===== config.mk =====
export PLATFORM = sky130hd
export DESIGN_NAME = cpuCore
export DESIGN_NICKNAME = d
export VERILOG_FILES = /design/src/rtl/cpuPkg.sv /design/src/rtl/controlUnit.sv /design/src/rtl/regFile.sv /design/src/rtl/execUnit.sv /design/src/rtl/pcUnit.sv /design/src/rtl/cpuCore.sv
export SDC_FILE = /design/constraint.sdc
export NUM_CORES = 2
export LEC_CHECK = 0
export BUFFER_PORTS_ARGS = -buffer_cell sky130_fd_sc_hd__clkbuf_2
export CORE_UTILIZATION = 55
export DETAILED_ROUTE_END_ITERATION = 12
export PLACE_DENSITY = 0.72
export SYNTH_ARGS = -nofsm -noshare
export SYNTH_HDL_FRONTEND = slang
export SYNTH_SLANG_ARGS = --single-unit

===== constraint.sdc =====
create_clock -name clk -period 15.1 [get_ports clk]
set_input_delay 3.02 -clock clk [delete_from_list [all_inputs] [get_ports clk]]
set_output_delay 3.02 -clock clk [all_outputs]
set_load 0.1 [all_outputs]

===== src/rtl/cpuPkg.sv =====
package cpuPkg;

	// primary opcodes
	typedef enum logic [5:0] {
		opJ      = 6'h02,
		opRtype  = 6'h03,
		opBne    = 6'h04,
		opBeq    = 6'h05,
		opJal    = 6'h07,
		opAddi   = 6'h09,
		opAndi   = 6'h0C,
		opOri    = 6'h0E,
		opLui    = 6'h0F,
		opLw     = 6'h12,
		opLbu    = 6'h22,
		opSb     = 6'h28,
		opSw     = 6'h2B
	} opcodeE;

	// function codes for opRtype
	typedef enum logic [5:0] {
		fnSll    = 6'h00,
		fnSrl    = 6'h02,
		fnJr     = 6'h08,
		fnAdd    = 6'h20,
		fnSub    = 6'h22,
		fnAnd    = 6'h24,
		fnOr     = 6'h25,
		fnNor    = 6'h27,
		fnSlt    = 6'h2A,
		fnSltu   = 6'h2B
	} funcE;

	typedef enum logic [2:0] {
		aluFunc  = 3'd0, // decode from func field
		aluAdd   = 3'd1,
		aluSub   = 3'd2, // compare for branches
		aluAnd   = 3'd3,
		aluOr    = 3'd4
	} aluOpE;

	typedef enum logic [1:0] {dstRt = 2'b00, dstRd = 2'b01, dstRa = 2'b10} regDestE;
	typedef enum logic {src1Zero = 1'b0, src1Reg = 1'b1} src1E;
	typedef enum logic [1:0] {src2Reg = 2'b00, src2Imm = 2'b01, src2Pc8 = 2'b10} src2E;
	typedef enum logic [1:0] {jmpNone = 2'b00, jmpTarget = 2'b01, jmpReg = 2'b10} jumpE;
	typedef enum logic [1:0] {brNone = 2'b00, brEq = 2'b01, brNe = 2'b10} branchE;
	typedef enum logic [1:0] {srcAlu = 2'b00, srcMem = 2'b01, srcUpper = 2'b10} regSrcE;

	localparam logic [4:0] regRa = 5'd31; // link register for jal

	typedef struct packed {
		opcodeE     opcode;
		logic [4:0] rs;
		logic [4:0] rt;
		logic [4:0] rd;
		logic [4:0] shamt;
		funcE       func;
	} rFormT;

	typedef struct packed {
		opcodeE      opcode;
		logic [4:0]  rs;
		logic [4:0]  rt;
		logic [15:0] imm16;
	} iFormT;

	typedef struct packed {
		opcodeE      opcode;
		logic [25:0] target26;
	} jFormT;

	// one fetched word in three field layouts
	typedef union packed {
		rFormT r;
		iFormT i;
		jFormT j;
	} instrU;

	typedef struct packed {
		aluOpE   aluOp;
		logic    regWrite;
		regDestE regDest;
		src1E    aluSrc1;
		src2E    aluSrc2;
		jumpE    jump;
		branchE  branch;
		regSrcE  regSrc;
		logic    zeroExt;
		logic    memRead;
		logic    memWrite;
		logic    byteAccess;
	} ctrlT;

	// nothing written and no flow change
	localparam ctrlT ctrlIdle = '{
		aluOp:      aluFunc,
		regWrite:   1'b0,
		regDest:    dstRt,
		aluSrc1:    src1Reg,
		aluSrc2:    src2Reg,
		jump:       jmpNone,
		branch:     brNone,
		regSrc:     srcAlu,
		zeroExt:    1'b0,
		memRead:    1'b0,
		memWrite:   1'b0,
		byteAccess: 1'b0
	};

	typedef struct packed {
		logic        valid;
		logic [4:0]  addr;
		logic [31:0] data;
	} wbT;

endpackage


===== src/rtl/controlUnit.sv =====
`timescale 1ns/100ps

module controlUnit (
	input  cpuPkg::instrU instr,
	output cpuPkg::ctrlT  ctrl
);
	import cpuPkg::*;

	always_comb begin
		ctrl = ctrlIdle;
		case (instr.r.opcode)
			opRtype: begin
				ctrl.aluOp   = aluFunc;
				ctrl.aluSrc2 = src2Reg; // rt operand
				case (instr.r.func)
					fnJr: begin
						ctrl.jump = jmpReg;
					end
					fnAdd, fnSub, fnAnd, fnOr, fnNor,
					fnSlt, fnSltu, fnSll, fnSrl: begin
						ctrl.regWrite = 1'b1;
						ctrl.regDest  = dstRd;
					end
					default: ctrl = ctrlIdle; // unknown func
				endcase
			end
			opJ: begin
				ctrl.jump = jmpTarget;
			end
			opJal: begin
				// link value is 0 + (pc+8) through the alu
				ctrl.regWrite = 1'b1;
				ctrl.jump     = jmpTarget;
				ctrl.regDest  = dstRa;
				ctrl.aluSrc1  = src1Zero;
				ctrl.aluSrc2  = src2Pc8;
				ctrl.aluOp    = aluAdd;
			end
			opBeq: begin
				ctrl.aluOp  = aluSub;
				ctrl.branch = brEq;
			end
			opBne: begin
				ctrl.aluOp  = aluSub;
				ctrl.branch = brNe;
			end
			opAddi: begin
				ctrl.aluOp    = aluAdd;
				ctrl.regWrite = 1'b1;
				ctrl.aluSrc2  = src2Imm;
			end
			opAndi: begin
				ctrl.aluOp    = aluAnd;
				ctrl.regWrite = 1'b1;
				ctrl.aluSrc2  = src2Imm;
				ctrl.zeroExt  = 1'b1;
			end
			opOri: begin
				ctrl.aluOp    = aluOr;
				ctrl.regWrite = 1'b1;
				ctrl.aluSrc2  = src2Imm;
				ctrl.zeroExt  = 1'b1;
			end
			opLui: begin
				ctrl.regWrite = 1'b1;
				ctrl.regSrc   = srcUpper; // imm << 16
			end
			opLw, opLbu: begin
				ctrl.aluOp      = aluAdd; // base + offset
				ctrl.regWrite   = 1'b1;
				ctrl.aluSrc2    = src2Imm;
				ctrl.regSrc     = srcMem;
				ctrl.memRead    = 1'b1;
				ctrl.byteAccess = (instr.r.opcode == opLbu);
			end
			opSw, opSb: begin
				ctrl.aluOp      = aluAdd;
				ctrl.aluSrc2    = src2Imm;
				ctrl.memWrite   = 1'b1;
				ctrl.byteAccess = (instr.r.opcode == opSb);
			end
			default: ctrl = ctrlIdle; // unknown opcode
		endcase

		// pc would have two competing sources otherwise
		assert (!(ctrl.jump != jmpNone && ctrl.branch != brNone))
			else $error("controlUnit: jump and branch both active");
	end

endmodule


===== src/rtl/regFile.sv =====
`timescale 1ns/100ps

module regFile (
	input  logic        clk,
	input  logic        rstN,
	input  logic [4:0]  rsAddr,
	input  logic [4:0]  rtAddr,
	input  logic [4:0]  wrAddr,
	input  logic [31:0] wrData,
	input  logic        wrEn,
	output logic [31:0] rsData,
	output logic [31:0] rtData
);

	logic [31:0] regs [32];

	always_ff @(posedge clk or negedge rstN) begin
		if (!rstN) begin
			for (int i = 0; i < 32; i++) begin
				regs[i] <= '0;
			end
		end else if (wrEn && wrAddr != 5'd0) begin
			regs[wrAddr] <= wrData; // r0 never written
		end
	end

	assign rsData = regs[rsAddr];
	assign rtData = regs[rtAddr];

	// r0 stays zero across every write
	assert property (@(posedge clk) disable iff (!rstN) regs[0] == 32'h0)
		else $error("regFile: r0 = %h", regs[0]);

endmodule


===== src/rtl/execUnit.sv =====
`timescale 1ns/100ps

module execUnit (
	input  cpuPkg::instrU instr,
	input  cpuPkg::ctrlT  ctrl,
	input  logic [31:0]   rsData,
	input  logic [31:0]   rtData,
	input  logic [31:0]   pc,
	input  logic [31:0]   dataRdata,
	output logic [4:0]    wrAddr,
	output logic [31:0]   wrData,
	output logic          aluZero,
	output logic [31:0]   dataAddr
);
	import cpuPkg::*;

	logic [31:0] immExt;
	logic [31:0] opA;
	logic [31:0] opB;
	logic [31:0] aluRes;
	logic [7:0]  loadByte;

	assign immExt = ctrl.zeroExt ? {16'h0, instr.i.imm16}
	                             : {{16{instr.i.imm16[15]}}, instr.i.imm16};

	assign opA = (ctrl.aluSrc1 == src1Reg) ? rsData : 32'h0;

	always_comb begin
		case (ctrl.aluSrc2)
			src2Imm: opB = immExt;
			src2Pc8: opB = pc + 32'd8; // jal return address
			default: opB = rtData;
		endcase
	end

	always_comb begin
		case (ctrl.aluOp)
			aluAdd: aluRes = opA + opB;
			aluSub: aluRes = opA - opB;
			aluAnd: aluRes = opA & opB;
			aluOr:  aluRes = opA | opB;
			aluFunc: begin
				case (instr.r.func)
					fnAdd:  aluRes = opA + opB;
					fnSub:  aluRes = opA - opB;
					fnAnd:  aluRes = opA & opB;
					fnOr:   aluRes = opA | opB;
					fnNor:  aluRes = ~(opA | opB);
					fnSlt:  aluRes = {31'h0, $signed(opA) < $signed(opB)};
					fnSltu: aluRes = {31'h0, opA < opB};
					fnSll:  aluRes = opB << instr.r.shamt; // shifts act on rt
					fnSrl:  aluRes = opB >> instr.r.shamt;
					default: aluRes = 32'h0; // jr and unknown
				endcase
			end
			default: aluRes = 32'h0;
		endcase
	end

	assign aluZero  = (aluRes == 32'h0);
	assign dataAddr = aluRes;

	// little-endian byte lanes
	always_comb begin
		case (aluRes[1:0])
			2'd0: loadByte = dataRdata[7:0];
			2'd1: loadByte = dataRdata[15:8];
			2'd2: loadByte = dataRdata[23:16];
			default: loadByte = dataRdata[31:24];
		endcase
	end

	always_comb begin
		case (ctrl.regSrc)
			srcMem:   wrData = ctrl.byteAccess ? {24'h0, loadByte} : dataRdata;
			srcUpper: wrData = {instr.i.imm16, 16'h0};
			default:  wrData = aluRes;
		endcase
	end

	always_comb begin
		case (ctrl.regDest)
			dstRd:   wrAddr = instr.r.rd;
			dstRa:   wrAddr = regRa;
			default: wrAddr = instr.r.rt;
		endcase
	end

endmodule


===== src/rtl/pcUnit.sv =====
`timescale 1ns/100ps

module pcUnit #(
	parameter logic [31:0] resetAddr = 32'h0
) (
	input  logic          clk,
	input  logic          rstN,
	input  cpuPkg::instrU instr,
	input  cpuPkg::ctrlT  ctrl,
	input  logic [31:0]   rsData,
	input  logic          aluZero,
	output logic [31:0]   pc
);
	import cpuPkg::*;

	logic [31:0] pcPlus4;
	logic [31:0] brOffset;
	logic        taken;
	logic [31:0] nextPc;

	assign pcPlus4  = pc + 32'd4;
	assign brOffset = {{14{instr.i.imm16[15]}}, instr.i.imm16, 2'b00};
	assign taken    = (ctrl.branch == brEq && aluZero) ||
	                  (ctrl.branch == brNe && !aluZero);

	always_comb begin
		case (ctrl.jump)
			jmpTarget: nextPc = {pcPlus4[31:28], instr.j.target26, 2'b00};
			jmpReg:    nextPc = rsData; // jr
			default:   nextPc = taken ? pcPlus4 + brOffset : pcPlus4;
		endcase
	end

	always_ff @(posedge clk or negedge rstN) begin
		if (!rstN) begin
			pc <= resetAddr;
		end else begin
			pc <= nextPc;
		end
	end

	// jr with an odd register value would break this
	assert property (@(posedge clk) disable iff (!rstN) pc[1:0] == 2'b00)
		else $error("pcUnit: misaligned pc %h", pc);

endmodule


===== src/rtl/cpuCore.sv =====
`timescale 1ns/100ps

module cpuCore #(
	parameter logic [31:0] resetAddr = 32'h0
) (
	input  logic          clk,
	input  logic          rstN,
	output logic [31:0]   instrAddr,
	input  cpuPkg::instrU instr,
	output logic [31:0]   dataAddr,
	output logic [31:0]   dataWdata,
	output logic          dataWrite,
	output logic          dataRead,
	output logic          dataByte,
	input  logic [31:0]   dataRdata,
	output cpuPkg::wbT    wb
);
	import cpuPkg::*;

	ctrlT        ctrl;
	logic [31:0] rsData;
	logic [31:0] rtData;
	logic [4:0]  wrAddr;
	logic [31:0] wrData;
	logic        aluZero;

	controlUnit uCtrl (
		.instr (instr),
		.ctrl  (ctrl)
	);

	regFile uRegs (
		.clk    (clk),
		.rstN   (rstN),
		.rsAddr (instr.r.rs),
		.rtAddr (instr.r.rt),
		.wrAddr (wrAddr),
		.wrData (wrData),
		.wrEn   (ctrl.regWrite),
		.rsData (rsData),
		.rtData (rtData)
	);

	execUnit uExec (
		.instr     (instr),
		.ctrl      (ctrl),
		.rsData    (rsData),
		.rtData    (rtData),
		.pc        (instrAddr),
		.dataRdata (dataRdata),
		.wrAddr    (wrAddr),
		.wrData    (wrData),
		.aluZero   (aluZero),
		.dataAddr  (dataAddr)
	);

	pcUnit #(
		.resetAddr (resetAddr)
	) uPc (
		.clk     (clk),
		.rstN    (rstN),
		.instr   (instr),
		.ctrl    (ctrl),
		.rsData  (rsData),
		.aluZero (aluZero),
		.pc      (instrAddr)
	);

	assign dataWdata = rtData; // sb uses the low byte
	assign dataWrite = ctrl.memWrite & rstN;
	assign dataRead  = ctrl.memRead & rstN;
	assign dataByte  = ctrl.byteAccess;

	// trace of this cycle's writeback
	assign wb.valid = ctrl.regWrite & rstN;
	assign wb.addr  = wrAddr;
	assign wb.data  = wrData;

endmodule


# Word level (Yosys, flattened, before mapping)

Cells that the tools add are included.

Register bits: 1,056
Bits of input ports: 66
Output and inout port bits: 137
Logic and storage cells: 146

$add $sub $neg: 5
Magnitude comparators: 6
Eq/ne operators: 38
Shift-type cells: 2
Muxes and demuxes: 33
Bitwise logic cells: 9
Reduce and logical (&&, ||, !) cells: 20

Operator list:

| operator                                                  | count |
|---|---|
| bitwise mux 1024 bit                                      | 1 |
| binary-select mux 32 bit (select 5 bit)                   | 2 |
| 2-to-1 mux 32 bit                                         | 9 |
| case mux 32 bit (9 select lines)                          | 1 |
| case mux 32 bit (2 select lines)                          | 3 |
| demux 32 bit (select 5 bit)                               | 1 |
| case mux 32 bit (5 select lines)                          | 1 |
| adder 32 bit                                              | 2 |
| less-than comparator 32 bit                               | 2 |
| equality test 6 bit (second input constant)               | 10 |
| adder 32 x 3 -> 32 bit (second input constant)            | 1 |
| adder 32 x 4 -> 32 bit (second input constant)            | 1 |
| AND 32 bit                                                | 1 |
| logical NOT 32 bit                                        | 1 |
| inverter 32 bit                                           | 1 |
| bitwise OR 32 bit                                         | 1 |
| left shift 32 x 5 -> 32 bit                               | 1 |
| >> shifter 32 x 5 -> 32 bit                               | 1 |
| subtractor 32 bit                                         | 1 |
| equality test 6 x 4 -> 1 bit (second input constant)      | 5 |
| case mux 8 bit (3 select lines)                           | 1 |
| equality test 6 x 2 -> 1 bit (second input constant)      | 3 |
| equality test 6 x 3 -> 1 bit (second input constant)      | 3 |
| greater-or-equal comparator 6 bit (second input constant) | 3 |
| other kinds (28)                                          | 57 |

# Longest topological paths before layout

Depth after elaboration: 15
Depth in mapped cells: 38
Gate-level depth less buffers: 31

# Cells and area by module

Synthesis repeated with hierarchy kept, for this count alone.

Cells, all modules: 7,301
Area total of the unflattened synthesis: 73,975.9 µm²

Modules (own cells, without submodules):

| module      | instances | cells an instance | area an instance (µm²) |
|---|---|---|---|
| regFile     | 1         | 4,601             | 55,942.4 |
| execUnit    | 1         | 2,178             | 13,842.0 |
| pcUnit      | 1         | 450               | 3,699.8 |
| controlUnit | 1         | 69                | 473.0 |
| cpuCore     | 1         | 3                 | 18.8 |

# Least setup slack after synthesis

OpenSTA, ideal clock, no wires.

Path kind: input to output
Start: in instr[28] in the netlist's numbering
End: out wb[24] in the netlist's numbering
Data arrival time: 12,072 ps
Required time: 12,080 ps
Path slack: 8 ps
Stages on the path: 29
Path buffers: 7
Cell sequence: clkbuf_1 > nand2_1 > nor4_1 > clkbuf_1 > clkbuf_1 > buf_1 > or2_2 > ha_1 > clkbuf_1 > buf_1 > o41ai_1 > nand2_1 > inv_1 > ha_1 > inv_1 > fa_1 > nor2b_1 > o31a_1 > o21ai_0 > a2111oi_0 > o2111a_1 > nor3_1 > o41ai_1 > a31oi_1 > xnor2_1 > o21ai_0 > a21oi_1 > clkbuf_1 > inv_1

RTL lines:

| item            | line          | text |
|---|---|---|
| start, declared | cpuCore.sv:9  | `input cpuPkg::instrU instr,` |
| end, declared   | cpuCore.sv:16 | `output cpuPkg::wbT wb` |

==> flow_summary.json <==
{
  "worst_clock_skew_ns": 0.0672,
  "p_int_w": 0.00536,
  "ir_worst_vdd_v": 0.000187,
  "portBuffers": 202,
  "grt.busiest_layer": "met2",
  "ys_types": 98,
  "whs_ns": 0.399,
  "grt_pass1_vias": 60074,
  "grt_use_met1": 0.598,
  "yosysTopAreaCell": "dfrtp_1",
  "num_rows": 128,
  "rsz0062_at_grt": "false",
  "worstMarginPinSlew_ns": 1.40,
  "synth_area_per_cell_sq_um": 9.64,
  "die_y_microns": 354,
  "place_area_sq_um": 71600,
  "overflow": 0,
  "setup_violations": 0,
  "vias": 62094,
  "drtAntennaViolNets": 0,
  "place_inst": 8447,
  "start_util": 0.558,
  "p_leak_nw": 33.0,
  "setup_tns_ns": 0,
  "tritoncts": "yes",
  "hold_viol": 0,
  "core_area_sq_um": 122000,
  "most-common-layout-cells": "nand2_1 (1,226), o21ai_0 (1,097), dfrtp_1 (1,056)",
  "synth.yosys.seq_area_share": 0.387,
  "final_area_sq_um": 75500,
  "cts_sinks": 1056,
  "critical_path_arrival_ns": 11.87,
  "antenna_found_initial": 14,
  "detail_route.iter0.violations": 8624,
  "synth_edf_count": 0,
  "synthCells": 7078,
  "critical_path_required_ns": 12.08,
  "post-dp-hpwl_microns": 197000,
  "numCtsBuffers": 109,
  "maxSlewViolCount": 0,
  "grt_usage": 0.465,
  "power_density_nw_per_um2": 112,
  "syn_area_sq_um": 68200,
  "final_cell_count_no_fill": 8651,
  "hold_path.class": "reg -> reg",
  "crit_path_top_delay_cell": "a211oi_4",
  "p_comb_frac": 0.280,
  "layout_commonest_cell": "nand2_1",
  "fmax_ghz": 0.0672,
  "grt_max_degree": 180,
  "slew_headroom": 0.0565,
  "dieArea_sq_um": 125000,
  "grt_use_met3": 0.152,
  "syn_nets": 7290,
  "via_per_inst": 7.18,
  "detail_route.wl_per_cell_microns": 34.1,
  "die_w_microns": 354,
  "clock_latency_ns": 0.77,
  "cts_root_buffer": "clkbuf_16",
  "clkSlewWorstSetupHoldPaths_ns": 0.07,
  "drtPass1Iterations": 8,
  "yosys-top-cells-area": "dfrtp_1 (39%), mux4_2 (14%), o21ai_0 (8.1%), nand2_1 (6.9%), mux2i_1 (6.1%)",
  "finalPower_w": 0.00843,
  "critical-path-max-stage-delay_ns": 0.80,
  "grt_first_pass_wirelength_microns": 424000,
  "status": "finished clean",
  "clock_power_share": 0.344,
  "period_minus_slack_ns": 14.89,
  "ioPinCount": 203,
  "post-route-drc-count": 0,
  "switchingPower_w": 0.00306,
  "final_nets": 7148,
  "synthToLayoutAreaGrowth_pct": 10.6,
  "critPathLaunchType": "input pin",
  "yosysTopAreaCellShare": 0.387,
  "gp_congestion": 1.14,
  "clock_path_buffers": 3,
  "cp_common_cell": "buf_4",
  "synth_top_flop_cell": "dfrtp_1",
  "cp_max_fo": 16,
  "drive_gt1_frac": 0.176,
  "yosysWarningCount": 0,
  "met2_usage": 0.672,
  "sequentialPowerShare": 0.376,
  "synth-seq-cells": 1056,
  "crit_path_end_kind": "output port",
  "synthArstFlopShare": 1.00,
  "r2r_setup_slack_ns": 4.96,
  "finalCritPeriodShare": 0.986,
  "maxCapViolations": 0,
  "cts.htree.levels": 3,
  "criticalPathCategory": "in -> out",
  "wl_microns": 295000,
  "switching_share": 0.364
}
through the flow:
| step | setup slack (ns) | utilization |
|---|---|---|
| 6_report | 0.211 | 0.617 |
| 5_1_grt | 0.0731 | 0.617 |
| 4_1_cts | 0.185 | 0.616 |
| 3_5_place_dp | 0.292 | 0.585 |
| 3_3_place_gp | 0.448 | 0.585 |
| 2_1_floorplan | 0.00825 | - |
worst paths after layout:
check                                    to             start  cells past startpoint
min in group asynchronous   uRegs.regs[498]              rstN                      1
max                                   wb[5]         instr[27]                     33
min                        uRegs.regs[1019]  uRegs.regs[1019]                      0
max in group asynchronous   uRegs.regs[520]              rstN                      5
min reg2reg                uRegs.regs[1019]  uRegs.regs[1019]                      0
max reg2reg                      uPc.pc[11]         uPc.pc[8]                     20
flip-flops by register name (all words and copies together), names as in the netlist:
signal      cells
uRegs.regs   1024
uPc.pc         32
cell families (layout without fill, tap and decap cells):
| logic type | after synthesis | after routing | synth area share |
|---|---|---|---|
| AOI/OAI and AO/OA | 2130 | 2132 | 0.194 |
| and+or+nand+nor | 1884 | 1884 | 0.118 |
| DFF | 1056 | 1056 | 0.387 |
| muxes | 876 | 876 | 0.206 |
| buffers and inverters | 857 | 800 | 0.0505 |
| adders and majority gates | 146 | 146 | 0.0271 |
| xor gates and xnor gates | 129 | 129 | 0.0166 |
| other | 0 | 3 | 0 |
cell type report:
class	instances	area, sq um
diodes	3	7.51
clock buffers	149	3120
clock inverters	49	704
fillers	10124	46900
inverters	169	634
multi-input cells	5167	39000
flip-flops and latches	1056	26400
well taps	1625	2030
repair buffers	433	3600
Yosys cell counts, drive strengths merged, types with 11 or more instances:
cell	instances
a211o	22
a211oi	29
a21o	27
a21oi	217
a221o	15
a221oi	39
a22o	34
a22oi	295
a31oi	33
a32oi	31
and2	31
and3	12
buf	132
clkbuf	556
dfrtp	1056
ha	143
inv	165
mux2	44
mux2i	413
mux4	419
nand2	1257
nand2b	28
nand3	121
nand4	40
nor2	199
nor2b	19
nor3	71
nor4	38
o2111ai	27
o211ai	33
o21a	16
o21ai	1100
o21bai	16
o221ai	26
o22ai	24
o311ai	27
o31ai	18
o32ai	11
o41ai	16
or2	12
or3	21
xnor2	92
xor2	37
what timing repair did:
| action | CTS | global route |
|---|---|---|
| endpoints found under the hold margin | 0 | 0 |
| hold buffers | 0 | 0 |
| setup buffers | 0 | 1 |
| setup endpoints to repair | 0 | 3 |
| gates resized for setup | 0 | 5 |
layer usage:
metal | up-vias | wire [microns]
met5 | - | 83
met4 | 14 | 22300
met3 | 1111 | 39000
met2 | 4359 | 126000
met1 | 30844 | 107000
li1 | 25766 | -
power by group through the flow:
stage | Clock (W) | Combinational, W | Sequential (W)
final | 0.00290 | 0.00236 | 0.00317
after global routing | 0.00301 | 0.00246 | 0.00318
after CTS | 0.00290 | 0.00229 | 0.00315
after detailed placement | 0 | 0.00228 | 0.00320
after global placement | 0 | 0.00227 | 0.00320
after floorplan | 0 | 0.00136 | 0.00331
critical path, delay by kind of cell:
kind / cells / cell delay [ns]
buffers and inverters: 9 / 2.13
AND/OR/NAND/NOR: 11 / 2.78
adder cells (fa/ha/maj): 2 / 0.98
AO/OA/AOI/OAI: 11 / 2.92
Power figures use the tool's default switching activity.
